File: config.mk
export PLATFORM = sky130hd
export DESIGN_NAME = instrFetch
export DESIGN_NICKNAME = d
export VERILOG_FILES = /design/src/common/cpuPkg.sv /design/src/fetch/instrFetch.sv
export SDC_FILE = /design/constraint.sdc
export NUM_CORES = 1
export LEC_CHECK = 0
export ABC_CLOCK_PERIOD_IN_PS = 4600
export BUFFER_PORTS_ARGS = -buffer_cell sky130_fd_sc_hd__buf_2
export CAP_MARGIN = 40
export CORE_AREA = 2 2 60 62
export DETAILED_ROUTE_END_ITERATION = 6
export DIE_AREA = 0 0 62 64
export PLACE_DENSITY = 0.8
export SYNTH_ARGS = -nofsm -noshare
export SYNTH_HDL_FRONTEND = slang
export SYNTH_SLANG_ARGS = --single-unit
File: constraint.sdc
create_clock -name clk -period 4.6 [get_ports clk]
set_clock_uncertainty 0.2 [all_clocks]
set_input_delay 0.92 -clock clk [delete_from_list [all_inputs] [get_ports clk]]
set_output_delay 0.92 -clock clk [all_outputs]
set_load 0.05 [all_outputs]
File: src/verif/program.hex
// One instruction word per line: opcode, rd, rs, rt nibbles
// Addresses 0 to 38 in order, producers stay at least three ahead of consumers
6105 // 0  LLB R1, 5
627F // 1  LLB R2, 0x7F
63FF // 2  LLB R3, -1
6480 // 3  LLB R4, 0x80
0512 // 4  ADD R5 = R1 + R2
7240 // 5  LHB R2, 0x40
1613 // 6  SUB R6 = R1 - R3
2751 // 7  AND R7 = R5 & R1
3813 // 8  NOR R8 = R1 nor R3
4952 // 9  SLL R9 = R5 << 2
5A23 // 10 SRL R10 = R2 >> 3
0013 // 11 ADD R0 = R1 + R3, discarded
0B02 // 12 ADD R11 = R0 + R2
0C22 // 13 ADD R12 = R2 + R2, signed overflow
AC04 // 14 B OV to 19
0D15 // 15 ADD R13 = R1 + R5
E000 // 16 NOP
E000 // 17 NOP
6E01 // 18 LLB R14, 1 skipped
A201 // 19 B EQ not taken
9215 // 20 SW R2 to [R1 + 5]
1D31 // 21 SUB R13 = R3 - R1
E000 // 22 NOP
8E15 // 23 LW R14 from [R1 + 5]
8432 // 24 LW R4 from [R3 + 2], never stored
A604 // 25 B LT to 30
E000 // 26 NOP
E000 // 27 NOP
E000 // 28 NOP
6E77 // 29 LLB R14, 0x77 skipped
B004 // 30 JAL to 35
E000 // 31 NOP
E000 // 32 NOP
E000 // 33 NOP
D000 // 34 HLT
C0F0 // 35 JR R15
0A51 // 36 ADD R10 = R5 + R1
E000 // 37 NOP
E000 // 38 NOP

File: src/common/cpuPkg.sv
`default_nettype none

package cpuPkg;

  localparam int dataWidth    = 16;
  localparam int regAddrWidth = 4;
  localparam int imemDepth    = 256;
  localparam int dmemDepth    = 256;

  // JAL return address register
  localparam logic [regAddrWidth-1:0] linkReg = 4'd15;

  // Opcodes 0..7 line up with the ALU operations below
  typedef enum logic [3:0] {
    opAdd  = 4'h0,
    opSub  = 4'h1,
    opAnd  = 4'h2,
    opNor  = 4'h3,
    opSll  = 4'h4,
    opSrl  = 4'h5,
    opLlb  = 4'h6,
    opLhb  = 4'h7,
    opLw   = 4'h8,
    opSw   = 4'h9,
    opB    = 4'hA,
    opJal  = 4'hB,
    opJr   = 4'hC,
    opHlt  = 4'hD,
    opNop0 = 4'hE,
    opNop1 = 4'hF
  } opcode_t;

  typedef enum logic [2:0] {
    aluAdd, aluSub, aluAnd, aluNor, aluSll, aluSrl, aluLlb, aluLhb
  } aluOp_t;

  typedef enum logic [2:0] {
    condNe, condEq, condGt, condLt, condGe, condLe, condOv, condAlways
  } branchCond_t;

  // Register view for most opcodes, jump view for JAL and B offsets
  typedef union packed {
    struct packed {
      opcode_t     opcode;
      logic [3:0]  rd;
      logic [3:0]  rs;
      logic [3:0]  rt;
    } fields;
    struct packed {
      opcode_t     opcode;
      logic [11:0] offset;
    } jump;
  } instrWord_t;

endpackage

`default_nettype wire

File: src/fetch/instrFetch.sv
`timescale 1ns/1ps
`default_nettype none

module instrFetch import cpuPkg::*; (
  input  logic                 clk,
  input  logic                 rst_n,
  input  logic                 hlt,
  input  logic                 branchTaken,
  input  logic [dataWidth-1:0] branchTarget,
  output logic [dataWidth-1:0] pc,
  output instrWord_t           instr,
  output logic [dataWidth-1:0] pcNext,
  output logic                 instrValid
);

  logic [dataWidth-1:0] rom [imemDepth];
  logic [dataWidth-1:0] pcPlusOne;

  initial $readmemh("/design/src/verif/program.hex", rom);

  assign pcPlusOne = pc + dataWidth'(1);

  // Program counter, frozen once the core halts
  always_ff @(posedge clk or negedge rst_n) begin
    if (!rst_n) begin
      pc         <= '0;
      instrValid <= 1'b0;
    end else if (hlt) begin
      instrValid <= 1'b0;
    end else begin
      pc         <= branchTaken ? branchTarget : pcPlusOne;
      instrValid <= 1'b1;
    end
  end

  // ****************************************
  // Fetch/decode register
  // ****************************************
  always_ff @(posedge clk) begin
    instr  <= rom[pc[$clog2(imemDepth)-1:0]];
    pcNext <= pcPlusOne;
  end

endmodule

`default_nettype wire

=== Yosys cells after proc, flatten, opt, wreduce, memory -nomap -nowiden ===
Index checks and enable logic that the tools add are counted.

* Memory bits (writable): 0
* Flip-flop bits (word level): 49
* Output and inout port bits: 49
* Memory bits (read-only): 0
* Bits in latches: 0
* Word-level logic and storage cells: 7
* Memories kept: 0

* Div/mod/pow operators: 0
* Bitwise logic cells: 0
* Shift operators: 0
* Mux-type cells: 2
* Reduce and logical (&&, ||, !) cells: 0
* $lt $le $gt $ge: 0
* $add $sub $neg: 1
* Multiply operators: 0
* Eq/ne operators: 0

{| class="wikitable"
|+ Operators by type and width
! cell !! number
|-
| $add A16 B1 Y16 const B || 1
|-
| $mux W16 || 1
|-
| $mux W1 || 1
|}

=== Logic depth before layout (Yosys ltp) ===
* Depth after elaboration: 2
* Mapped depth: 6
* Depth with buffers taken out: 5

=== Worst setup path after synthesis ===
No wires, ideal clock.

* Path type: in2reg
* Start point: in branchTaken
* End point: reg pc[13]
* Stages: 5
* Arrival: 1871 ps
* Required time: 4284 ps
* Setup slack: 2413 ps
* Cells stage by stage: buf_2 -> clkinv_1 -> nor2_1 -> a22oi_1 -> o311ai_0

* Cells in the longest elaborated chain, start to end: 1

{| class="wikitable"
|+ Ends and longest elaborated chain
! element !! RTL line !! text
|-
| from (decl) || instrFetch.sv:8 || <nowiki>input logic branchTaken,</nowiki>
|-
| $mux W16 || instrFetch.sv:31 || <nowiki>pc <= branchTaken ? branchTarget : pcPlusOne;</nowiki>
|-
| to (signal assigned) || instrFetch.sv:31 ||
|-
| to (decl) || instrFetch.sv:10 || <nowiki>output logic [dataWidth-1:0] pc,</nowiki>
|}

No other way between the ends.
A chain may end at the register's enable or synchronous reset.

=== Worst setup path after layout ===
Ends and elaborated chain as after synthesis.

==> metrics.md <==
| Metric | Value |
|---|---|
| Seq cells post-synth | 33 |
| Port bufs | 52 |
| Final hold vios | 0 |
| P per Cell Area | 473 mW/mm² |
| CP Data Arrival Time | 2.39 ns |
| Clk Tree Root Cell | clkbuf_4 |
| Setup repair bufs after CTS | 0 |
| Initial cell density of the core | 50.0% |
| CTS clk-pin slew, worst paths | 0.10 ns |
| CTS Buf Count | 5 |
| Final setup margin | 2.24 ns |
| Startpoint Class | input port |
| Area share of the largest cell type after synthesis | 25.9% |
| P_leak | 0.877 nW |
| H-tree levels | 2 |
| MaxCap Viol Count | 0 |
| Synth area leaders | dfrtp_1 (26%), dfxtp_1 (19%), buf_4 (7.3%), xnor2_1 (3.7%), xor2_1 (3.7%) |
| Minimum clock period | 2.36 ns |
| Mapped Avg Cell Area | 9.39 µm² |
| Dpl cell area | 0.00185 mm² |
| Status | finished, final reports clean |
| Yosys cell types | 37 |
| Setup crit end kind | flip-flop |
| Die Width | 62 µm |
| ANT nets after route | 0 |
| Post-Syn Area | 0.00164 mm² |
| Clock Latency Late Sink | 0.34 ns |
| GRT Residual Overflow | 0 |
| First-pass GRT wire length | 5550 µm |
| WP buf/inv | 2 |
| Vias in the first global route | 1170 |
| RePlAce Congestion | 0.852 |
| Register area share after synthesis | 45.4% |
| Total track usage | 19.3% |
| Ports | 69 |
| CTS tree | built |
| Final Max Slew Viols | 0 |
| Vias per cell | 5.13 |
| DR vias | 1381 |
| DP HPWL | 2480 µm |
| CP top delay family | buffers and inverters |
| Relative slew slack | 57.5% |
| Critical Path, Cell by Cell | buf_2, clkinv_1, nor2_1, a22oi_1, o311ai_0 |
| Warnings from Yosys | 0 |
| Peak Freq | 0.424 GHz |
| 1st-iter DRT viols | 48 |
| Worst Tran Pin Value | 0.635 ns |
| # diodes | 0 |
| Worst IR Drop VDD | 0.217 mV |
| Post_cts resized | 0 |
| Delay of the slowest cell on the worst path | 0.58 ns |
| Cells after synthesis | 175 |
| Dpl ws | 1.89 ns |
| CP required | 4.63 ns |
| Crit-path slowest cell | nor2_1 |
| EDFF count, synth | 0 |
| Area grow syn2layout | 15.6% |
| Final Setup Violations | 0 |
| Pre-antenna DRT Iters | 5 |
| CTS Hold Bufs | 0 |
| Die area | 0.00397 mm² |
| Die Y-Extent | 64 µm |
| Post-layout instance area | 0.00190 mm² |
| Top_reg_cell synth | dfrtp_1 |
| Synth cell count leaders | dfrtp_1 (17), buf_4 (16), dfxtp_1 (16), nand2_1 (13), nor2_1 (12) |
| Largest net degree at the start of global routing | 25 |
| Row Count | 21 |
| Crit path max fanout | 19 |
| Worst setup path class | in2reg |
| # DRC | 0 |
| Worst hold path type | in2async |
| Average wire per standard cell | 13.1 µm |
| Layout cell share with drive strength beyond 1 | 28.7% |
| Ys async rst share | 51.5% |
| Final-stage net count | 243 |
| Clock Path Buffers | 2 |
| Most frequent cell after synthesis | dfrtp_1 |
| Core Footprint | 0.00328 mm² |
| Fin crit share | 51.2% |
| Post-route setup TNS | 0 ns |
| # clock sinks | 33 |
| Initial antenna violation count | 0 |
| Final WL | 3520 µm |
| Yosys top cell by area | dfrtp_1 |
| Final Util | 57.8% |
| RSZ-0062 raised after global routing | no |
where the power goes:
| part | switching, W | internal (W) | leakage (nW) |
|---|---|---|---|
| Sequential | 0.0000540 | 0.000337 | 0.335 |
| Combinational | 0.000273 | 0.0000785 | 0.513 |
| Clock | 0.0000965 | 0.0000595 | 0.0293 |
| Total | 0.000424 | 0.000475 | 0.877 |
metal layers:
metal | GRT usage, % | wire [µm] | vias up
li1 | - | - | 677
met1 | 26.0 | 1580 | 639
met2 | 26.7 | 1610 | 58
met3 | 5.67 | 248 | 7
met4 | 11.2 | 79 | 0
met5 | 0 | 0 | -
flip-flops by register name, summed over array words and instances, names as in the netlist:
| name | count |
|---|---|
| instrValid | 1 |
| pc | 16 |
| pcNext | 16 |
worst register-to-register path: cells and delay by family, from the launching register on:
| kind | cells | cell delay, ns |
|---|---|---|
| flip-flops | 1 | 0.51 |
| AND/OR/NAND/NOR | 4 | 1.16 |
final timing paths:
path                               to  slack [ns]        start  cells past startpoint
min in group clk           pcNext[15]        0.34       pc[15]                      1
max in group asynchronous  instrValid        3.63        rst_n                      1
setup / recovery               pc[13]        2.24  branchTaken                      5
hold reg to reg            pcNext[15]        0.34       pc[15]                      1
setup reg to reg               pc[15]        2.62        pc[2]                      4
hold / removal                  pc[7]        0.28        rst_n                      1
final cells by class:
cell class	count	area [µm²]
inverters	7	26.3
multi-input cells	123	759
clock inverters	1	5.00
well taps	46	57.6
repair buffers	52	260
clock buffers	7	45.0
fillers	312	1390
flip-flops and latches	33	746
cell usage in the layout (no fill, tap or decap):
master     Yosys  routed
or2_2          1       1
nand3b_1       3       3
o311ai_0       2       2
clkbuf_4       0       5
nor2_1        12      12
clkinv_2       0       1
o21ai_0        9       9
o2bb2ai_1      1       1
clkbuf_1       5       2
buf_2          3      52
mux2i_1        3       3
nand2_1       13      13
xnor2_1        7       7
clkinv_1       1       1
dfrtp_1       17      17
conb_1         1      16
and3_1         1       1
nor3b_1        1       1
o22a_1         1       1
or4_4          1       1
a21oi_1        7       7
inv_1          6       6
ha_1           1       1
nand4_4        2       2
o311ai_2       1       1
nand4_1        2       2
a22oi_1        8       8
nand3_1       11      11
nor3_1         5       5
and4_2         1       1
a211o_1        1       1
nor4_1         4       4
xor2_1         7       7
dfxtp_1       16      16
o211ai_1       1       1
a221oi_1       1       1
metrics by stage:
step	hold WS, ns	std cells	power, W
6_report	0.280	269	0.000899
3_5_place_dp	0.333	261	0.000748
4_1_cts	0.291	269	0.000901
5_1_grt	0.289	269	0.000947
3_3_place_gp	0.332	261	0.000743
2_1_floorplan	0.424	190	0.000683
cells by family after synthesis:
group                      count (synthesis)  share of synthesized area, %
other                                      1                         0.228
muxes                                      3                          1.83
DFF                                       33                          45.4
AOI/OAI and AO/OA                         32                          13.2
adders and majority gates                  1                         0.761
xor gates and xnor gates                  14                          7.46
and+or+nand+nor                           57                          19.3
buffers and inverters                     34                          11.8
Power figures use the tool's default switching activity.
