==> src/common/cpuPkg.sv <==
`default_nettype none

package cpuPkg;

  localparam int dataWidth    = 16;
  localparam int regAddrWidth = 4;
  localparam int imemDepth    = 256;
  localparam int dmemDepth    = 256;

  // JAL return address register
  localparam logic [regAddrWidth-1:0] linkReg = 4'd15;

  // Opcodes 0..7 line up with the ALU operations below
  typedef enum logic [3:0] {
    opAdd  = 4'h0,
    opSub  = 4'h1,
    opAnd  = 4'h2,
    opNor  = 4'h3,
    opSll  = 4'h4,
    opSrl  = 4'h5,
    opLlb  = 4'h6,
    opLhb  = 4'h7,
    opLw   = 4'h8,
    opSw   = 4'h9,
    opB    = 4'hA,
    opJal  = 4'hB,
    opJr   = 4'hC,
    opHlt  = 4'hD,
    opNop0 = 4'hE,
    opNop1 = 4'hF
  } opcode_t;

  typedef enum logic [2:0] {
    aluAdd, aluSub, aluAnd, aluNor, aluSll, aluSrl, aluLlb, aluLhb
  } aluOp_t;

  typedef enum logic [2:0] {
    condNe, condEq, condGt, condLt, condGe, condLe, condOv, condAlways
  } branchCond_t;

  // Register view for most opcodes, jump view for JAL and B offsets
  typedef union packed {
    struct packed {
      opcode_t     opcode;
      logic [3:0]  rd;
      logic [3:0]  rs;
      logic [3:0]  rt;
    } fields;
    struct packed {
      opcode_t     opcode;
      logic [11:0] offset;
    } jump;
  } instrWord_t;

endpackage

`default_nettype wire

==> src/execute/execute.sv <==
`timescale 1ns/1ps
`default_nettype none

module execute import cpuPkg::*; (
  input  logic                    clk,
  input  logic                    rst_n,
  input  logic [dataWidth-1:0]    rsDataEx,
  input  logic [dataWidth-1:0]    rtDataEx,
  input  logic [dataWidth-1:0]    immEx,
  input  logic [dataWidth-1:0]    pcNextEx,
  input  aluOp_t                  aluOpEx,
  input  logic                    aluSrcImmEx,
  input  logic                    regWeEx,
  input  logic                    memReEx,
  input  logic                    memWeEx,
  input  logic                    memToRegEx,
  input  logic                    isBranchEx,
  input  logic                    isJalEx,
  input  logic                    isJrEx,
  input  logic                    isHltEx,
  input  logic                    flagEnZEx,
  input  logic                    flagEnNVEx,
  input  logic [regAddrWidth-1:0] destAddrEx,
  input  branchCond_t             condEx,
  output logic [dataWidth-1:0]    aluResultMem,
  output logic [dataWidth-1:0]    storeDataMem,
  output logic [dataWidth-1:0]    branchTargetMem,
  output logic [dataWidth-1:0]    jumpTargetMem,
  output logic [dataWidth-1:0]    jrTargetMem,
  output logic                    zInMem,
  output logic                    nInMem,
  output logic                    vInMem,
  output logic                    regWeMem,
  output logic                    memReMem,
  output logic                    memWeMem,
  output logic                    memToRegMem,
  output logic                    isBranchMem,
  output logic                    isJalMem,
  output logic                    isJrMem,
  output logic                    isHltMem,
  output logic                    flagEnZMem,
  output logic                    flagEnNVMem,
  output logic [regAddrWidth-1:0] destAddrMem,
  output branchCond_t             condMem
);

  logic [dataWidth-1:0] opB;
  logic [dataWidth-1:0] aluOut;
  logic                 vIn;

  assign opB = aluSrcImmEx ? immEx : rtDataEx;

  always_comb begin
    unique case (aluOpEx)
      aluAdd:  aluOut = rsDataEx + opB;
      aluSub:  aluOut = rsDataEx - opB;
      aluAnd:  aluOut = rsDataEx & opB;
      aluNor:  aluOut = ~(rsDataEx | opB);
      aluSll:  aluOut = rsDataEx << opB[3:0];
      aluSrl:  aluOut = rsDataEx >> opB[3:0];
      aluLlb:  aluOut = opB;
      default: aluOut = {opB[7:0], rsDataEx[7:0]};
    endcase
  end

  // Signed overflow only applies to add and sub
  always_comb begin
    vIn = 1'b0;
    if (aluOpEx == aluAdd) begin
      vIn = (rsDataEx[dataWidth-1] == opB[dataWidth-1]) &&
            (aluOut[dataWidth-1] != rsDataEx[dataWidth-1]);
    end else if (aluOpEx == aluSub) begin
      vIn = (rsDataEx[dataWidth-1] != opB[dataWidth-1]) &&
            (aluOut[dataWidth-1] != rsDataEx[dataWidth-1]);
    end
  end

  // ****************************************
  // Execute/memory register
  // ****************************************
  always_ff @(posedge clk or negedge rst_n) begin
    if (!rst_n) begin
      regWeMem    <= 1'b0;
      memReMem    <= 1'b0;
      memWeMem    <= 1'b0;
      isBranchMem <= 1'b0;
      isJalMem    <= 1'b0;
      isJrMem     <= 1'b0;
      isHltMem    <= 1'b0;
      flagEnZMem  <= 1'b0;
      flagEnNVMem <= 1'b0;
    end else begin
      regWeMem    <= regWeEx;
      memReMem    <= memReEx;
      memWeMem    <= memWeEx;
      isBranchMem <= isBranchEx;
      isJalMem    <= isJalEx;
      isJrMem     <= isJrEx;
      isHltMem    <= isHltEx;
      flagEnZMem  <= flagEnZEx;
      flagEnNVMem <= flagEnNVEx;
    end
  end

  always_ff @(posedge clk) begin
    // JAL retires its return address
    aluResultMem    <= isJalEx ? pcNextEx : aluOut;
    storeDataMem    <= rtDataEx;
    branchTargetMem <= pcNextEx + {{7{immEx[8]}}, immEx[8:0]};
    jumpTargetMem   <= pcNextEx + {{4{immEx[11]}}, immEx[11:0]};
    jrTargetMem     <= rsDataEx;
    zInMem          <= (aluOut == '0);
    nInMem          <= aluOut[dataWidth-1];
    vInMem          <= vIn;
    memToRegMem     <= memToRegEx;
    destAddrMem     <= destAddrEx;
    condMem         <= condEx;
  end

endmodule

`default_nettype wire

==> config.mk <==
export PLATFORM = sky130hd
export DESIGN_NAME = execute
export DESIGN_NICKNAME = d
export VERILOG_FILES = /design/src/common/cpuPkg.sv /design/src/execute/execute.sv
export SDC_FILE = /design/constraint.sdc
export NUM_CORES = 1
export LEC_CHECK = 0
export CORE_ASPECT_RATIO = 2
export CORE_MARGIN = 5
export CORE_UTILIZATION = 55
export CTS_BUF_LIST = sky130_fd_sc_hd__clkbuf_8
export CTS_CLUSTER_SIZE = 12
export DETAILED_ROUTE_END_ITERATION = 8
export DONT_BUFFER_PORTS = 1
export HOLD_SLACK_MARGIN = 0.15
export PLACE_DENSITY = 0.71
export SYNTH_ARGS = -nofsm -noshare
export SYNTH_HDL_FRONTEND = slang
export SYNTH_SLANG_ARGS = --single-unit
==> constraint.sdc <==
create_clock -name clk -period 0.8 [get_ports clk]
set_input_delay 0.04 -clock clk [delete_from_list [all_inputs] [get_ports clk]]
set_output_delay 0.04 -clock clk [all_outputs]
set_load 0.02 [all_outputs]
==> results of run 1 <==
## routing by layer
metal  global-route usage, %  GRT overflow
met1                    72.5             0
met2                    90.7            15
met3                    59.0             1
met4                    78.3            30
met5                    12.1             0
## repair_timing
action / 4_1_cts
gates resized for setup: 263
hold endpoints to repair: 98
pin swaps: 80
cloned: 1
hold buffers: 68
setup buffers: 35
endpoints found under the setup margin: 138
## through the flow
| stage | TNS, ns | instance area (um^2) | cells | hold slack [ns] | utilization (%) |
|---|---|---|---|---|---|
| 3_5_place_dp | -59.73 | 8120 | 1045 | -0.255 | 69.4 |
| 2_1_floorplan | -53.22 | 6830 | 758 | -0.256 | - |
| 3_3_place_gp | -57.18 | 8120 | 1045 | -0.255 | 69.4 |
| 4_1_cts | -57.15 | 10100 | 1160 | -0.310 | 86.1 |
## cells by family after synthesis
group | synth area share, %
DFF | 28.5
and+or+nand+nor | 16.8
xor gates and xnor gates | 6.01
muxes | 12.1
buffers and inverters | 5.63
adders and majority gates | 8.63
AOI/OAI and AO/OA | 22.2
==> run metrics, run 1 <==
FFs w/ async S/R, synth about a tenth; Clock Path Buffers 2; Cell Rows 56; Yosys top cell by area dfxtp_1; Mapped Cells 758; Die X about 87 um; synth top area cells dfxtp_1 (25%), ha_1 (8.0%), mux2i_1 (5.5%), nand2_1 (4.3%), a21oi_1 (3.8%); TritonCTS Sinks 91; Num CTS Buffers 9; Yosys cell types 79; status aborted with a tool error; Max H-tree Level 3; Run Error [ERROR GRT-0232] Routing congestion too high. Check the congestion heatmap in the GUI.; post-synthesis cell area between 6000 and 7000 um^2; worst endpoint pin kind register data pin; post-GRT worst EP zInMem$_DFF_P_/D; initial core utilization about 56%; synth cell count leaders dfxtp_1 (82), nand2_1 (75), nor2_1 (56); Post-synth EDFFs 0; Yosys reg bits 91; Avg Inst Size Synth 8.64 um^2; largest net degree at the start of global routing 41; Post-DP HPWL ~22000 um; Seq/Total Area, Yosys 28.5%; most common cell in the synthesized netlist dfxtp_1; CTS root buffer clkbuf_8; die height 164 um; prevailing post-synth register cell dfxtp_1; Post-Syn Nets about 890; Last stage 5_1_grt; GRT Resource Usage Total approximately 74%; synth warn 0; port bufs 0; Remaining Overflow, GRT 46; worst slack, placed -2.45 ns; share of the synthesized area in the top cell type 25.1%; I/O pins ~190; GPL Wtd Cong roughly 1.0
==> run 2, diff against run 1 <==
CORE_ASPECT_RATIO = unset   (was 2)
CORE_UTILIZATION = 40   (was 55)
CTS_BUF_LIST = unset   (was sky130_fd_sc_hd__clkbuf_8)
CTS_CLUSTER_SIZE = unset   (was 12)
HOLD_SLACK_MARGIN = unset   (was 0.15)
PLACE_DENSITY = unset   (was 0.71)
PLACE_DENSITY_LB_ADDON = 0.15   (was unset)
clock period = 1 ns   (was 0.8 ns; I/O delays follow)
==> run metrics, run 2 <==
drt first pass iters 5; Max-cap violations 0; post-synthesis cell area 6550 um^2 (unchanged); crit share post-route 276%; CP cell instances mux2_4 > inv_4 > ha_4 > nand2_4 > o21ai_4 > fa_2 > nor2b_4 > o2111a_1 > o31a_1 > nor3_2 > nor4_4 > o2111ai_2 > nor4_4 > buf_4 > and4b_1 > and4_1; largest net degree at the start of global routing just over 40; Post-synth EDFFs 0 (unchanged); Num CTS Buffers 9 (unchanged); die area 19000 um^2; synth top area cells dfxtp_1 (25%), ha_1 (8.0%), mux2i_1 (5.5%), nand2_1 (4.3%), a21oi_1 (3.8%); synth cell count leaders dfxtp_1 (82), nand2_1 (75), nor2_1 (56); Slowest cell on crit path fa_2; Yosys reg bits 91 (unchanged); Cell Area, Placed 8310 um^2 (+2.5%); power per cell area between 1000 and 1500 nW/um^2; Post-Syn Nets 889 (unchanged); DR vias between 7000 and 8000; Slew headroom approximately a fifth; GPL Wtd Cong 1.01 (-1.5%); most common cell in the synthesized netlist dfxtp_1; status finished with violations; Worst EP required ~1.3 ns; n_diodes 0; die height 138 um (-16%); Peak VDD IR between 0.9 and 1 mV; # DRC 0; largest family of logic cells by synthesized area compound AO/OA/AOI/OAI gates; synth warn 0 (unchanged); Max H-tree Level 3 (unchanged); CTS tree yes; RSZ-0062 raised after global routing true; Most common cell on crit path nor4_4; Cell Rows 46 (-18%); Peak Freq roughly 360 MHz; setup ws final -1.76 ns; vias in the first global route approximately 7600; Fin. Hold Viols 0; DRT Wirelength 28400 um; Die X 138 um (+58%); I/O pins 187 (unchanged); post-synthesis adder-cell area fraction 8.63% (unchanged); CP endpoint kind register; violated checks setup timing; Synth Area in Simple Gates 16.8% (unchanged); DR vias/cell between 5 and 6; Worst Tran Pin Value ~1.2 ns; FFs w/ async S/R, synth 9.89% (unchanged); startpoint types primary input; initial antenna violation count 0; Tmin final 2.76 ns; fill cell count about 1300; Leak Pwr 0.00440 uW; xor and xnor area share after synthesis 6.01% (unchanged); CTS root buffer clkbuf_16; nets@finish approximately 1200; Worst Path Buf+Inv 2; share of cells above drive strength 1 between 40% and 50%; DR WL/cell 22.7 um; Setup TNS -38.11 ns; CP max stage delay around 0.41 ns; share of the synthesized area in the top cell type 25.1% (unchanged); Yosys top cell by area dfxtp_1; Routed Antenna Nets 0; Clock Path Buffers 2 (unchanged); Core Area ~16000 um^2; post-synthesis mux area share 12.1% (unchanged); Seq/Total Area, Yosys 28.5% (unchanged); Post-DP HPWL 20600 um (-5.3%); CP delay by family, top simple AND/OR/NAND/NOR gates; TritonCTS Sinks 91 (unchanged); worst min path class primary input to register; First DRT Iteration DRCs 504; hold_ws roughly 0.012 ns; Synth Area in Compound Gates 22.2% (unchanged); most frequent cells in the layout buf_4 (216), dfxtp_1 (76), nand2_1 (70), dlygate4sd3_1 (69), nor2_1 (47); design area between 10000 and 15000 um^2; prevailing post-synth register cell dfxtp_1; Yosys cell types 79 (unchanged); Remaining Overflow, GRT 0; GRT Resource Usage Total approximately 29%; initial core utilization 41.0% (-15 points); commonest non-fill, non-tap cell in the layout buf_4; Avg Inst Size Synth 8.64 um^2 (unchanged); Final Setup Violations 36; Max Slew Vio Count 0; worst slack, placed -2.25 ns (+0.192 ns); Mapped Cells 758 (unchanged); port bufs 0 (unchanged); CP Class primary input to register; Area Overhead vs Synth 58.6%; Worst Path Max Fanout 22; Clock Pin Slew Worst Setup and Hold Paths around 0.070 ns; global-route wire length before repair approximately 42000 um; Data arrival, critical path approximately 3.1 ns
==> run 2: cell counts after synthesis <==
Identical to the previous run, type by type.
==> run 2: routing by layer <==
metal	global-route usage, %	wire length, um	share of wire [%]	vias to the layer above
met3	7.22	2470	8.7	77
met1	34.2	10900	38	3451
met4	13.7	1170	4.1	0
met2	48.6	13900	49	361
met5	0	0	0	-
li1	-	-	-	3350
==> run 2: cells by family after synthesis <==
family / Yosys count
AO/OA/AOI/OAI: 208
XOR/XNOR: 45
adder cells (fa/ha/maj): 44
buffers and inverters: 76
flip-flops: 91
multiplexers: 64
AND/OR/NAND/NOR: 230
==> run 2: cell type report <==
class | instances | area [um^2] | area share [%]
multi-input combinational | 591 | 5180 | 49.9
clock buffer | 9 | 225 | 2.17
inverter | 25 | 98.8 | 0.951
timing repair buffer | 313 | 2680 | 25.7
tap | 216 | 270 | 2.60
sequential | 91 | 1870 | 18.0
clock inverter | 7 | 63.8 | 0.614
==> run 2: final timing paths <==
path                        startpoint               end  depth (start not counted)
min in group asynchronous        rst_n           isJrMem                          1
max in group asynchronous        rst_n          regWeMem                          1
worst min-delay path          immEx[1]  jumpTargetMem[1]                          3
worst max-delay path       aluSrcImmEx            zInMem                         16
==> run 2: tightest hold or removal path, cell delays in order <==
cell and delay (ns):
inv_1 0.05, fa_2 0.19, inv_1 0.03
==> run 2: power by group <==
| group | total, uW | internal (uW) | switching [uW] | leakage, uW |
|---|---|---|---|---|
| clock | 3330 | 1720 | 1610 | 0.000139 |
| combinational | 5900 | 3120 | 2780 | 0.00346 |
| sequential | 4850 | 4050 | 790 | 0.000796 |
| total | 14100 | 8900 | 5180 | 0.00440 |
==> run 2: per-stage QoR <==
| step | util, % | total power (uW) | instances |
|---|---|---|---|
| 2_1_floorplan | - | 7640 | 758 |
| 3_3_place_gp | 52.0 | 9230 | 1129 |
| 3_5_place_dp | 52.0 | 9280 | 1129 |
| 4_1_cts | 61.4 | 13400 | 1235 |
| 5_1_grt | 65.0 | 14700 | 1252 |
| 6_report | 65.0 | 14100 | 1252 |
==> run 2: what timing repair did <==
item / in CTS / in global routing
hold endpoints to repair: 80 / 2
endpoints found under the setup margin: 35 / 54
setup buffers: 23 / 20
pin swaps: 58 / 67
gates resized for setup: 85 / 99
hold buffers: 69 / 2
(Power assumes the default switching activity.)
