==> src/common/cpuPkg.sv <==
`default_nettype none

package cpuPkg;

  localparam int dataWidth    = 16;
  localparam int regAddrWidth = 4;
  localparam int imemDepth    = 256;
  localparam int dmemDepth    = 256;

  // JAL return address register
  localparam logic [regAddrWidth-1:0] linkReg = 4'd15;

  // Opcodes 0..7 line up with the ALU operations below
  typedef enum logic [3:0] {
    opAdd  = 4'h0,
    opSub  = 4'h1,
    opAnd  = 4'h2,
    opNor  = 4'h3,
    opSll  = 4'h4,
    opSrl  = 4'h5,
    opLlb  = 4'h6,
    opLhb  = 4'h7,
    opLw   = 4'h8,
    opSw   = 4'h9,
    opB    = 4'hA,
    opJal  = 4'hB,
    opJr   = 4'hC,
    opHlt  = 4'hD,
    opNop0 = 4'hE,
    opNop1 = 4'hF
  } opcode_t;

  typedef enum logic [2:0] {
    aluAdd, aluSub, aluAnd, aluNor, aluSll, aluSrl, aluLlb, aluLhb
  } aluOp_t;

  typedef enum logic [2:0] {
    condNe, condEq, condGt, condLt, condGe, condLe, condOv, condAlways
  } branchCond_t;

  // Register view for most opcodes, jump view for JAL and B offsets
  typedef union packed {
    struct packed {
      opcode_t     opcode;
      logic [3:0]  rd;
      logic [3:0]  rs;
      logic [3:0]  rt;
    } fields;
    struct packed {
      opcode_t     opcode;
      logic [11:0] offset;
    } jump;
  } instrWord_t;

endpackage

`default_nettype wire

==> src/decode/regFile.sv <==
`timescale 1ns/1ps
`default_nettype none

module regFile import cpuPkg::*; (
  input  logic                    clk,
  input  logic                    rst_n,
  input  logic [regAddrWidth-1:0] rsAddr,
  input  logic [regAddrWidth-1:0] rtAddr,
  output logic [dataWidth-1:0]    rsData,
  output logic [dataWidth-1:0]    rtData,
  input  logic                    writeEnable,
  input  logic [regAddrWidth-1:0] writeAddr,
  input  logic [dataWidth-1:0]    writeData
);

  logic [dataWidth-1:0] regs [1 << regAddrWidth];

  // R0 is hardwired, a same-cycle write is bypassed to the reader
  function automatic logic [dataWidth-1:0] readPort(input logic [regAddrWidth-1:0] addr);
    if (addr == '0) begin
      return '0;
    end
    if (writeEnable && (writeAddr == addr)) begin
      return writeData;
    end
    return regs[addr];
  endfunction

  always_comb rsData = readPort(rsAddr);
  always_comb rtData = readPort(rtAddr);

  always_ff @(posedge clk or negedge rst_n) begin
    if (!rst_n) begin
      for (int i = 0; i < (1 << regAddrWidth); i++) begin
        regs[i] <= '0;
      end
    end else if (writeEnable && (writeAddr != '0)) begin
      regs[writeAddr] <= writeData;
    end
  end

endmodule

`default_nettype wire

==> src/decode/instrDecode.sv <==
`timescale 1ns/1ps
`default_nettype none

module instrDecode import cpuPkg::*; (
  input  logic                    clk,
  input  logic                    rst_n,
  input  instrWord_t              instr,
  input  logic [dataWidth-1:0]    pcNext,
  input  logic                    instrValid,
  input  logic                    writeEnable,
  input  logic [regAddrWidth-1:0] writeAddr,
  input  logic [dataWidth-1:0]    writeData,
  output logic [dataWidth-1:0]    rsDataEx,
  output logic [dataWidth-1:0]    rtDataEx,
  output logic [dataWidth-1:0]    immEx,
  output logic [dataWidth-1:0]    pcNextEx,
  output aluOp_t                  aluOpEx,
  output logic                    aluSrcImmEx,
  output logic                    regWeEx,
  output logic                    memReEx,
  output logic                    memWeEx,
  output logic                    memToRegEx,
  output logic                    isBranchEx,
  output logic                    isJalEx,
  output logic                    isJrEx,
  output logic                    isHltEx,
  output logic                    flagEnZEx,
  output logic                    flagEnNVEx,
  output logic [regAddrWidth-1:0] destAddrEx,
  output branchCond_t             condEx
);

  opcode_t                 opcode;
  logic [regAddrWidth-1:0] rsAddr;
  logic [regAddrWidth-1:0] rtAddr;
  logic [dataWidth-1:0]    rsData;
  logic [dataWidth-1:0]    rtData;
  logic [dataWidth-1:0]    imm;
  logic [7:0]              imm8;

  assign opcode = instr.fields.opcode;
  assign imm8   = {instr.fields.rs, instr.fields.rt};

  // LHB merges into the old rd value, SW stores rd
  assign rsAddr = (opcode == opLhb) ? instr.fields.rd : instr.fields.rs;
  assign rtAddr = (opcode == opSw) ? instr.fields.rd : instr.fields.rt;

  regFile u_regFile (
    .clk        (clk),
    .rst_n      (rst_n),
    .rsAddr     (rsAddr),
    .rtAddr     (rtAddr),
    .rsData     (rsData),
    .rtData     (rtData),
    .writeEnable(writeEnable),
    .writeAddr  (writeAddr),
    .writeData  (writeData)
  );

  // Immediate by opcode
  always_comb begin
    unique case (opcode)
      opSll, opSrl: imm = {12'b0, instr.fields.rt};
      opLlb:        imm = {{8{imm8[7]}}, imm8};
      opLhb:        imm = {8'b0, imm8};
      opLw, opSw:   imm = {{12{instr.fields.rt[3]}}, instr.fields.rt};
      opB, opJal:   imm = {4'b0, instr.jump.offset};
      default:      imm = '0;
    endcase
  end

  // ****************************************
  // Decode/execute register
  // ****************************************
  always_ff @(posedge clk or negedge rst_n) begin
    if (!rst_n) begin
      regWeEx    <= 1'b0;
      memReEx    <= 1'b0;
      memWeEx    <= 1'b0;
      isBranchEx <= 1'b0;
      isJalEx    <= 1'b0;
      isJrEx     <= 1'b0;
      isHltEx    <= 1'b0;
      flagEnZEx  <= 1'b0;
      flagEnNVEx <= 1'b0;
    end else begin
      // Arithmetic opcodes are the whole lower half
      regWeEx    <= instrValid & (~opcode[3] | (opcode == opLw) | (opcode == opJal));
      memReEx    <= instrValid & (opcode == opLw);
      memWeEx    <= instrValid & (opcode == opSw);
      isBranchEx <= instrValid & (opcode == opB);
      isJalEx    <= instrValid & (opcode == opJal);
      isJrEx     <= instrValid & (opcode == opJr);
      isHltEx    <= instrValid & (opcode == opHlt);
      flagEnZEx  <= instrValid & (opcode inside {opAdd, opSub, opAnd, opNor, opSll, opSrl});
      flagEnNVEx <= instrValid & (opcode inside {opAdd, opSub});
    end
  end

  always_ff @(posedge clk) begin
    rsDataEx    <= rsData;
    rtDataEx    <= rtData;
    immEx       <= imm;
    pcNextEx    <= pcNext;
    aluOpEx     <= opcode[3] ? aluAdd : aluOp_t'(opcode[2:0]);
    aluSrcImmEx <= opcode inside {opSll, opSrl, opLlb, opLhb, opLw, opSw};
    memToRegEx  <= (opcode == opLw);
    destAddrEx  <= (opcode == opJal) ? linkReg : instr.fields.rd;
    // Condition sits in the upper three rd bits
    condEx      <= branchCond_t'(instr.fields.rd[3:1]);
  end

endmodule

`default_nettype wire

==> config.mk <==
export PLATFORM = sky130hd
export DESIGN_NAME = instrDecode
export DESIGN_NICKNAME = d
export VERILOG_FILES = /design/src/common/cpuPkg.sv /design/src/decode/regFile.sv /design/src/decode/instrDecode.sv
export SDC_FILE = /design/constraint.sdc
export NUM_CORES = 1
export LEC_CHECK = 0
export ABC_CLOCK_PERIOD_IN_PS = 2009
export BUFFER_PORTS_ARGS = -buffer_cell sky130_fd_sc_hd__buf_2
export CAP_MARGIN = 5
export CORE_ASPECT_RATIO = 1.4
export CORE_MARGIN = 3
export CORE_UTILIZATION = 40
export CTS_BUF_LIST = sky130_fd_sc_hd__clkbuf_16
export DETAILED_ROUTE_END_ITERATION = 10
export SYNTH_ARGS = -nofsm -noshare
export SYNTH_HDL_FRONTEND = slang
export SYNTH_SLANG_ARGS = --single-unit
==> constraint.sdc <==
create_clock -name clk -period 2.01 [get_ports clk]
set_clock_uncertainty 0.15 [all_clocks]
set_input_delay 0.201 -clock clk [delete_from_list [all_inputs] [get_ports clk]]
set_output_delay 0.201 -clock clk [all_outputs]
set_load 0.05 [all_outputs]
== Word-level counts from Yosys, hierarchy flattened ==
Index checks and enable logic that the tools add are counted.
W data, S select, Z words.
Storage, ports and cells
  register bits after elaboration: 341
  input port bits: 56
  output and inout bits: 85
  logic and storage cells: 108
Operators by class
  magnitude comparators: 4
  equality and inequality tests: 15
  mux-type cells: 26
  bitwise logic cells: 15
  reduce and logical (&&, ||, !) cells: 14
Operators with widths (count)
  $bwmux W256: 1
  $mux W16: 13
  $bmux W16 S4: 2
  $pmux W16 S5: 1
  $demux W16 S4: 1
  $eq A4 B4 Y1 const B: 6
  $eq A4 B3 Y1 const B: 4
  $ge A5 B5 Y1 const B: 3
  $not A4 Y5: 3
  $logic_not A4 Y1: 3
  $reduce_bool A6 Y1: 2
  $and A1 B1 Y1: 9
  $eq A4 B2 Y1 const B: 2
  $eq A4 B4 Y1: 2
  $mux W4: 2
  $mux W1: 6
  $reduce_or A2 Y1: 3
  $lt A5 B1 Y1 const B: 1
  $eq A4 B1 Y1 const B: 1
  $logic_and A1 B1 Y1: 4
  $reduce_bool A4 Y1: 1
  $or A1 B1 Y1: 2
  $reduce_bool A2 Y1: 1
  $not A1 Y1: 1

== Logic depth before layout (Yosys ltp) ==
Gate-level depths: netlist (run 1).
  word-level depth: 8
  gate-level depth with buffers: 11
  gate-level depth less buffers: 7

== Modules after synthesis ==
Synthesis (run 1) repeated with hierarchy kept, for this count alone.
Second synthesis, totals
  cells, all modules: 1197
  area, all modules: 16190.5 µm²
By module, submodules not included
  regFile: instances 1, cells an instance 1048, area an instance 14010.9 µm², sequential area each 6406.1 µm²
  instrDecode: instances 1, cells an instance 149, area an instance 2179.6 µm², sequential area each 1686.6 µm²

== Worst setup path before layout (run 1) ==
OpenSTA, ideal clock, no wires.
  path type: input -> register
  from: input port instr[14] (netlist bit)
  to: register rsDataEx[14]
  setup time: 0.119 ns
  data arrival time: 1.903 ns
  data required time: 1.741 ns
  path slack: -0.161 ns
  stages: 8
  path buffers: 3
  cells stage by stage: buf_2 -> nand4b_4 -> a21oi_1 -> buf_6 -> buf_6 -> mux4_2 -> o2bb2ai_1 -> o221a_1
On the way
  cells in the longest elaborated chain, start to end: 8
  elaborated cells on any way between the ends: 15
  those cells by class: eq/ne: 2; mux: 10; bitwise: 1; reduce/logical: 2
Ends and longest elaborated chain
  start, declared: line instrDecode.sv:7  | input instrWord_t instr,
  $eq A4 B3 Y1 *: line instrDecode.sv:45  | assign rsAddr = (opcode == opLhb) ? instr.fields.rd : instr.fields.rs;
  $mux W4 *: line instrDecode.sv:45
  $not A4 Y5 (not written as such) or $eq A4 B4 Y1 (tied branches): line regFile.sv:26, regFile.sv:23
  $bmux W16 S4 or $logic_and A1 B1 Y1 (tied branches): line regFile.sv:26, regFile.sv:23
  $mux W16 (not written as such) or $mux W1 (tied branches) (2 in a row): line regFile.sv:26, regFile.sv:23
  $mux W16: line regFile.sv:26  | return regs[addr];
  $mux W16 *: line regFile.sv:23  | if (writeEnable && (writeAddr == addr)) begin
  end signal, assigned: line instrDecode.sv:101  | rsDataEx <= rsData;
  end, declared: line instrDecode.sv:13  | output logic [dataWidth-1:0] rsDataEx,
Mark *: on every way between the ends. The rest lies on a longest branch, timed or not. The select of a mux whose other input is x is not followed.
A chain may end at the register's enable or synchronous reset.

== Worst setup path after layout (run 1) ==
  from: input port instr[4] (netlist bit)
  to: register rsDataEx[14]
On the way
  cells in the longest elaborated chain, start to end: 7
  elaborated cells on any way between the ends: 14
  those cells by class: eq/ne: 1; mux: 10; bitwise: 1; reduce/logical: 2
Ends and longest elaborated chain (line)
  $mux W4 *: instrDecode.sv:45
  $not A4 Y5 (not written as such) or $eq A4 B4 Y1 (tied branches): regFile.sv:26, regFile.sv:23
  $bmux W16 S4 or $logic_and A1 B1 Y1 (tied branches): regFile.sv:26, regFile.sv:23
  $mux W16 (not written as such) or $mux W1 (tied branches) (2 in a row): regFile.sv:26, regFile.sv:23
  $mux W16: regFile.sv:26
  $mux W16 *: regFile.sv:23
Marks and branches as above.

==> results of run 1 <==
-- worst max-delay path by stage --
stage / end / cells past startpoint / slack (ps)
6_report: rsDataEx[14]$_SDFF_PN0_ / 10 / 30
5_1_grt: rtDataEx[8]$_SDFF_PN0_ / 10 / -100
4_1_cts: rsDataEx[13]$_SDFF_PN0_ / 12 / -10
3_5_place_dp: rsDataEx[7]$_SDFF_PN0_ / 11 / -610
3_3_place_gp: rsDataEx[7]$_SDFF_PN0_ / 11 / -610
2_1_floorplan: rsDataEx[14]$_SDFF_PN0_ / 8 / -80
-- logic make-up after synthesis --
group	after synthesis	share of synthesized area, %
AO/OA/AOI/OAI	265	10.01
multiplexers	335	24.58
flip-flops	338	48.80
XOR/XNOR	4	0.2113
AND/OR/NAND/NOR	433	12.22
buffers and inverters	150	4.180
-- cell usage in the layout, fill, tap and decap left out, types with 40 or more instances in the layout --
master,instances
a21oi_1,90
dfrtp_1,265
a22oi_1,40
mux2i_1,54
dfxtp_1,73
nand2_1,233
buf_2,139
mux2_2,222
buf_12,52
buf_4,150
dlygate4sd3_1,51
-- sequential cells by signal, summed over array words and instances, names as in the netlist, 3 cells and up --
signal and cells:
destAddrEx 4, condEx 3, aluOpEx 3, immEx 13, rtDataEx 16, rsDataEx 16, pcNextEx 16, u_regFile.regs 256
-- metrics by stage --
stage	utilization (%)	setup slack [ps]	area, sq um	hold slack, ps	std cells
detailed placement	48.35	-614.3	19630	-6.887	2270
global placement	48.35	-610.4	19630	-6.389	2270
CTS	52.39	-11.16	21270	4.142	2386
finish	52.87	28.61	21470	12.39	2392
floorplan	-	-84.78	16640	-244.6	1525
global route	52.86	-101.7	21460	35.79	2391
-- critical path, cell delays in order --
cell	delay (ps)
buf_2	130
dlygate4sd3_1	570
buf_4	150
nand2b_1	130
a31oi_1	220
nor3_2	90
o2111ai_2	120
buf_4	270
o2111ai_1	120
o221a_1	240
-- layer usage --
metal  wire, microns  global-route usage [%]  up-vias
met5               0                       0        -
li1                -                       -     6115
met2           26230                   40.54      725
met1           22410                   32.75     7000
met4            3255                   13.59        0
met3            4157                   4.163      176
-- power by group through the flow --
stage | Clock (mW) | Combinational (mW) | Sequential (mW)
3_5_place_dp | 0 | 4.74 | 9.28
6_report | 6.40 | 4.91 | 9.21
3_3_place_gp | 0 | 4.63 | 9.26
5_1_grt | 6.80 | 5.28 | 9.34
4_1_cts | 6.54 | 4.84 | 9.17
2_1_floorplan | 0 | 2.57 | 9.60
-- layout make-up --
cell class              instances  area share, %
diodes                          1        0.01166
clock buffers                  38          4.430
clock inverters                27         0.7752
inverters                      15         0.2623
multi-input cells            1037          37.45
flip-flops and latches        338          37.70
well taps                     534          3.113
repair buffers                402          16.26
-- what timing repair did --
item / in CTS / in global routing
pin swaps: 1 / 5
hold buffers: 51 / 0
endpoints found under the hold margin: 406 / 0
gates resized for setup: 3 / 30
endpoints found under the setup margin: 2 / 26
setup buffers: 0 / 5
==> reports/qor.yml, run 1 <==
status: "finished clean"
synth_warnings: 0
port_buffers: 140
seq_area_sq_um: 8093
hpwl_microns: 38050
clock_latency_ps: 540
clk_pin_slew_worst_paths_ps: 60
ir_worst_vdd_mv: 0.5199
grt_first_pass_wirelength_microns: 84650
synthesis.nets: 1581
synth_cell_types: 65
grt.overflow.total: 0
layout_min_cycle_time_ps: 1981
cp-end-kind: "flop"
cts_tree: "built"
core_sq_um: 40600
slew_headroom_pct: 64.68
synthDominantCellAreaShare_pct: 39.99
vias: 14020
startpoint: "instr[4]"
synth-main-ff-cell: "dfrtp_1"
die-width_microns: 178.1
worstPathArrival_ps: 2250
p_int_mw: 14.03
power_mw: 20.52
p_sw_mw: 6.497
worst-r2r-setup-slack_ps: 270
clockBufferDepth: 3
clock_sinks: 338
dr.pass1.iters: 7
combinationalPowerShare_pct: 23.9
hold_path.class: "in -> async"
finalMaxSlewViolations: 0
drtIter0Drc: 1380
synthTopCellsByCount: "265 x dfrtp_1, 235 x nand2_1, 223 x mux2_2"
worstPathRequired_ps: 2280
max_cap_violations: 0
rsz0062_at_grt: "yes"
timing.fmax_ghz: 0.5047
wire_per_inst_microns: 23.43
finalSetupTns_ps: 0
nFillCells: 3525
synth_area_sq_um: 16580
rr_worst_depth: 7
p_leak_nw: 9.484
syn_area_per_cell_sq_um: 10.87
start_kind: "input port"
clockPowerShare_pct: 31.2
async_flop_share_pct: 78.40
synth.most_common_cell: "dfrtp_1"
timing.rr.start: "u_regFile.regs[158]$_DFFE_PN0P_"
crit_type: "in -> reg"
io_pins: 141
hold_viol_final: 0
ant_nets: 0
multi_input_area_sq_um: 8039
die-area_sq_um: 43970
power.share.switching_pct: 31.66
vias_per_cell: 5.860
yosysSeqAreaShare_pct: 48.80
finalSetupViolCount: 0
reg2reg_to: "rtDataEx[14]$_SDFF_PN0_"
wl_microns: 56050
drive_gt1_share_pct: 38.50
cts_buffers: 36
synthCells: 1525
h-tree-depth: 2
fin_crit_sh_pct: 98.58
pwr-share-seq_pct: 44.9
areaGrowthSynthToFinish_pct: 29.45
cts_root_buf: "clkbuf_16"
synth_edf_count: 0
antenna_found_initial: 1
fin_nets: 1886
grt_max_degree: 50
ys_top_cells_by_area: "dfrtp_1 40%, mux2_2 15%, dfxtp_1 8.8%"
track_usage_pct: 25.32
die_h_microns: 246.9
first_global_vias: 13930
worstMarginPinSlew_ps: 529.9
num_rows: 87
power_density_nw_per_um2: 956.1
start_util_pct: 40.84
ys_ff_latch: 338
routabilityCongestion: 0.9255
synth_top_area_cell: "dfrtp_1"
drc_errors: 0
critPathMaxFanout: 12
No activity file was read; power rests on OpenSTA's default activity.
==> inputs of run 2 (changes only) <==
--- a/config.mk
+++ b/config.mk
@@ -13,6 +13,7 @@
 export CORE_UTILIZATION = 40
 export CTS_BUF_LIST = sky130_fd_sc_hd__clkbuf_16
 export DETAILED_ROUTE_END_ITERATION = 10
+export MAX_ROUTING_LAYER = met4
 export SYNTH_ARGS = -nofsm -noshare
 export SYNTH_HDL_FRONTEND = slang
 export SYNTH_SLANG_ARGS = --single-unit
==> run 2 against run 1 <==
  * Worst hold slack improved by 24 ps
  * Critical path depth fell by 1
  * The flow now finishes with violations (negative setup slack)
  * Highest routed layer unchanged
  * Largest cell class unchanged
  * Total power rose by 1.9%
  * Routed wire length rose by 1.2%
==> reports/qor.yml, run 2 (synthesized netlist as in run 1, its figures left out) <==
status: "complete, but fails checks"
violations: "negative setup slack"
place_area_sq_um: 19580
finalSetupViolCount: 1
routabilityCongestion: 0.9097
power_mw: 20.91
vias_per_cell: 5.880
mostFrequentLayoutCell: "dfrtp_1"
largest-register: "u_regFile.regs"
critical_path_buf_inv_count: 4
worstMarginPinSlew_ps: 977.4
num_rows: 87
fin_nets: 1878
critPathMaxFanout: 14
track_usage_pct: 26.06
cts_buffers: 37
final_core_util_pct: 52.99
vias: 14030
h-tree-depth: 2
port_buffers: 140
drtIter0Drc: 1225
worstPathArrival_ps: 2290
wl_microns: 56750
finalMaxSlewViolations: 0
layout.cells.non_filler: 2386
die-width_microns: 178.1
max_cap_violations: 0
crit_type: "in -> reg"
slew_headroom_pct: 34.45
start_util_pct: 40.84
layout_min_cycle_time_ps: 2013
critPathCapture: "rsDataEx[14]$_SDFF_PN0_"
p_leak_nw: 9.501
startpoint: "instr[4]"
grt_max_degree: 55
cts_tree: "built"
power_density_nw_per_um2: 971.7
worstPathRequired_ps: 2280
cp_top_family: "buffers and inverters"
timing.rr.start: "u_regFile.regs[190]$_DFFE_PN0P_"
drive_gt1_share_pct: 37.93
start_kind: "input port"
largest_register_ffs: 256
hold_path.class: "in -> reg"
hold_viol_final: 0
finalSetupTns_ps: -3.098
wire_per_inst_microns: 23.78
grt.overflow.total: 0
clock_sinks: 338
rr_worst_depth: 7
crit_chain: "buf_2 -> dlygate4sd3_1 -> buf_4 -> nand3b_1 -> o21ai_1 -> nor3_4 -> o2111ai_4 -> clkbuf_16 -> o221a_1"
io_pins: 141
layout_common_cells: "265 x dfrtp_1, 232 x nand2_1, 223 x mux2_2"
hold_slack_ps: 36.38
pre_cts_ws_ps: -556.7
clockBufferDepth: 3
rsz0062_at_grt: "yes"
placedCellCount: 2262
first_global_vias: 14030
cts_root_buf: "clkbuf_16"
dr.pass1.iters: 7
critPathSlowestCell: "dlygate4sd3_1"
die_h_microns: 246.9
cp_num_cells: 9
reg2reg_to: "rtDataEx[14]$_SDFF_PN0_"
hpwl_microns: 38290
grt_first_pass_wirelength_microns: 84200
clk_pin_slew_worst_paths_ps: 60
areaGrowthSynthToFinish_pct: 29.76
core_sq_um: 40600
clock_latency_ps: 540
timing.fmax_ghz: 0.4967
worst-r2r-setup-slack_ps: 120
layout_setup_ws_ps: -3.098
slowest_delay_ps: 590
ant_nets: 0
fin_area_sq_um: 21520
die-area_sq_um: 43970
drc_errors: 0
nFillCells: 3490
ir_worst_vdd_mv: 0.5912
antenna_found_initial: 1
cp-end-kind: "flop"
fin_crit_sh_pct: 100.2
[run 2: changes by cell type in the layout (fill, tap and decap cells not counted), sizes merged]
cell,before,now
bufinv,1,3
inv,26,24
clkinv,12,15
clkbuf,38,41
dlygate4sd3,51,52
clkinvlp,3,2
buf,351,339
[run 2: worst min-delay path by stage]
stage	end	start	cells after the start
final	memReEx$_DFF_PN0_	instr[13]	4
after global routing	memReEx$_DFF_PN0_	instr[13]	4
after CTS	memReEx$_DFF_PN0_	instr[13]	4
after detailed placement	u_regFile.regs[145]$_DFFE_PN0P_	rst_n	1
after global placement	u_regFile.regs[145]$_DFFE_PN0P_	rst_n	1
after floorplan	flagEnNVEx$_DFF_PN0_	rst_n	0
[run 2: metal layers]
layer  up-vias  global-route usage [%]  wire length (microns)  part of all wire [%]
li1       6100                       -                      -                     -
met2       748                   40.06                  26130                    46
met5         -                       -                      0                     0
met3       193                   4.286                   4456                   7.9
met4         0                   15.67                   3818                   6.7
met1      6989                   32.22                  22350                    39
[run 2: final cells by class]
cell class / count / area (sq um) / share of cell area, %
antenna: 1 / 2.502 / 0.01163
clock buffer: 39 / 975.9 / 4.536
clock inverter: 29 / 222.7 / 1.035
inverter: 15 / 56.30 / 0.2617
multi-input combinational: 1037 / 8049 / 37.41
sequential: 338 / 8093 / 37.61
tap: 534 / 668.1 / 3.105
timing repair buffer: 393 / 3450 / 16.03
[run 2: what timing repair did]
| action | in CTS | in global routing |
|---|---|---|
| gates resized for setup | 0 | 31 |
| hold buffers | 52 | 0 |
| setup buffers | 0 | 1 |
| endpoints found under the setup margin | 0 | 29 |
| endpoints found under the hold margin | 408 | 0 |
[run 2: worst min-delay path: stages]
cell and delay [ps]:
buf_2 110, buf_4 120, buf_4 180, nor3_1 70
[run 2: report_power, final]
part           switching (mW)  leakage (nW)  internal, mW
Combinational            2.59          4.98          2.32
Clock                    2.85         0.619          3.91
Sequential               1.12          3.90          8.12
==> inputs of run 3 (changes only) <==
--- a/config.mk
+++ b/config.mk
@@ -6,13 +6,13 @@
 export NUM_CORES = 1
 export LEC_CHECK = 0
 export ABC_CLOCK_PERIOD_IN_PS = 2009
-export BUFFER_PORTS_ARGS = -buffer_cell sky130_fd_sc_hd__buf_2
 export CAP_MARGIN = 5
 export CORE_ASPECT_RATIO = 1.4
 export CORE_MARGIN = 3
 export CORE_UTILIZATION = 40
 export CTS_BUF_LIST = sky130_fd_sc_hd__clkbuf_16
 export DETAILED_ROUTE_END_ITERATION = 10
+export DONT_BUFFER_PORTS = 1
 export MAX_ROUTING_LAYER = met4
 export SYNTH_ARGS = -nofsm -noshare
 export SYNTH_HDL_FRONTEND = slang
==> constraint.sdc (replaced) <==
create_clock -name clk -period 2.01 [get_ports clk]
set_clock_uncertainty 0.15 [all_clocks]
set_input_delay 0.402 -clock clk [delete_from_list [all_inputs] [get_ports clk]]
set_output_delay 0.402 -clock clk [all_outputs]
set_load 0.05 [all_outputs]
==> run 3 against run 2 <==
  * The run ends with negative hold slack, negative setup slack left
  * Die area is the same
  * Clock power decreased by 3.1%
  * Total power decreased by 2.9%
  * Sequential cell count did not move
  * Count of clock-buffer cells in the layout shrank 1
  * Non-clock buffer count shrank 175
  * Via count fell by 6.1%
  * Core utilization is 2.9 points lower
  * Register-to-register slack better by 30 ps
  * First-iteration DRC count shrank 12%
  * Sequential power is 6.2% higher
  * Critical path depth down 1
  * Critical path type unchanged
  * Largest power group unchanged
==> reports/qor.yml, run 3 (synthesized netlist as in run 1, its figures left out) <==
port_buffers: 0
rsz0062_at_grt: "yes"
clock_sinks: 338
die_h_microns: 246.9
antenna_found_initial: 4
grt_first_pass_wirelength_microns: 83920
multi_input_area_sq_um: 8051
pre_cts_ws_ps: -624.6
wl_microns: 56360
worstPathRequired_ps: 2280
layout_min_cycle_time_ps: 2021
status: "complete, but fails checks"
seq_area_sq_um: 8094
cp_top_family: "compound AO/OA/AOI/OAI gates"
rr_worst_depth: 7
critical_path_buf_inv_count: 2
vias_per_cell: 5.956
routabilityCongestion: 0.9328
start_kind: "input port"
layout_setup_ws_ps: -10.64
largest-register: "u_regFile.regs"
startpoint: "instr[15]"
io_pins: 141
reg2reg_to: "rtDataEx[14]$_SDFF_PN0_"
grt.overflow.total: 0
hold_path.class: "in -> async"
slowest_delay_ps: 500
timing.rr.start: "u_regFile.regs[158]$_DFFE_PN0P_"
worst-r2r-setup-slack_ps: 150
track_usage_pct: 26.18
finalSetupTns_ps: -10.64
hold_viol_final: 265
vias: 13180
violations: "negative hold slack, negative setup slack"
hold_slack_ps: -588.4
critPathSlowestCell: "mux4_2"
areaGrowthSynthToFinish_pct: 22.74
worstMarginPinSlew_ps: 899.9
hpwl_microns: 37820
die-area_sq_um: 43970
largest_register_ffs: 256
fin_nets: 1702
worstPathArrival_ps: 2290
fin_crit_sh_pct: 100.5
layout.cells.non_filler: 2212
drtIter0Drc: 1079
wire_per_inst_microns: 25.48
drc_errors: 0
die-width_microns: 178.1
mostFrequentLayoutCell: "dfrtp_1"
num_rows: 87
core_sq_um: 40600
cts_buffers: 36
h-tree-depth: 2
final_core_util_pct: 50.13
timing.fmax_ghz: 0.4949
p_leak_nw: 8.599
cp-end-kind: "flop"
grt_max_degree: 266
fin_area_sq_um: 20350
placedCellCount: 2086
crit_chain: "nand4b_4 -> a21oi_4 -> buf_12 -> mux4_2 -> nor2b_1 -> a21oi_1 -> a31oi_1 -> buf_4"
max_cap_violations: 0
finalMaxSlewViolations: 0
cts_root_buf: "clkbuf_16"
slew_headroom_pct: 39.78
critPathMaxFanout: 13
holdBufCountCts: 54
ir_worst_vdd_mv: 0.5472
clock_latency_ps: 540
clockBufferDepth: 3
ant_nets: 0
crit_type: "in -> reg"
dr.pass1.iters: 5
clk_pin_slew_worst_paths_ps: 60
nFillCells: 3573
first_global_vias: 13260
power_density_nw_per_um2: 997.4
finalSetupViolCount: 1
layout_common_cells: "265 x dfrtp_1, 232 x nand2_1, 223 x mux2_2"
place_area_sq_um: 18490
power_mw: 20.30
drive_gt1_share_pct: 31.42
start_util_pct: 40.84
cts_tree: "built"
run 3: cell types whose count changed in the layout (fill, tap and decap cells not counted), moves of 5 or more:
cell	before	now
buf_4	143	115
buf_2	139	0
o21ai_1	8	3
o21ai_0	28	33
buf_12	53	43
run 3: worst max path at each step:
stage                                          to  depth (start not counted)
final                      rsDataEx[4]$_SDFF_PN0_                          8
after global routing       rsDataEx[4]$_SDFF_PN0_                          8
after CTS                  rsDataEx[4]$_SDFF_PN0_                          8
after detailed placement   rtDataEx[4]$_SDFF_PN0_                          8
after global placement     rtDataEx[9]$_SDFF_PN0_                          8
after floorplan           rsDataEx[14]$_SDFF_PN0_                          8
run 3: report_power, final:
group | internal [mW] | switching, mW | total [mW] | leakage [nW]
logic | 2.14 | 1.79 | 3.93 | 4.13
registers | 8.12 | 1.70 | 9.82 | 3.90
clock network | 3.69 | 2.85 | 6.55 | 0.570
run 3: timing repair:
item                                    4_1_cts  5_1_grt
endpoints found under the hold margin       581      265
pin swaps                                     0        3
setup buffers                                 0        2
endpoints found under the setup margin        8       16
gates resized for setup                       6       23
run 3: area by class of cell:
type,count,area share [%]
Sequential cell,338,39.77
Multi-Input combinational cell,1037,39.56
Timing Repair Buffer,218,11.46
Clock buffer,38,4.672
Tap cell,534,3.283
Clock inverter,28,0.9344
Inverter,15,0.2766
Antenna cell,4,0.04918
run 3: worst register-to-register path: stages, from the launching register on:
cell,delay (ps)
dfrtp_1,410
mux2i_1,130
o21ai_0,90
nand4b_1,100
nand2_1,90
a2111oi_2,470
o211ai_1,160
o211a_1,150
run 3: metal layers:
layer | track usage (%) | up-vias | share of wire (%)
li1 | - | 5764 | -
met1 | 30.84 | 6584 | 38
met2 | 41.47 | 640 | 48
met3 | 4.747 | 187 | 7.5
met4 | 16.13 | 0 | 6.9
met5 | - | - | 0
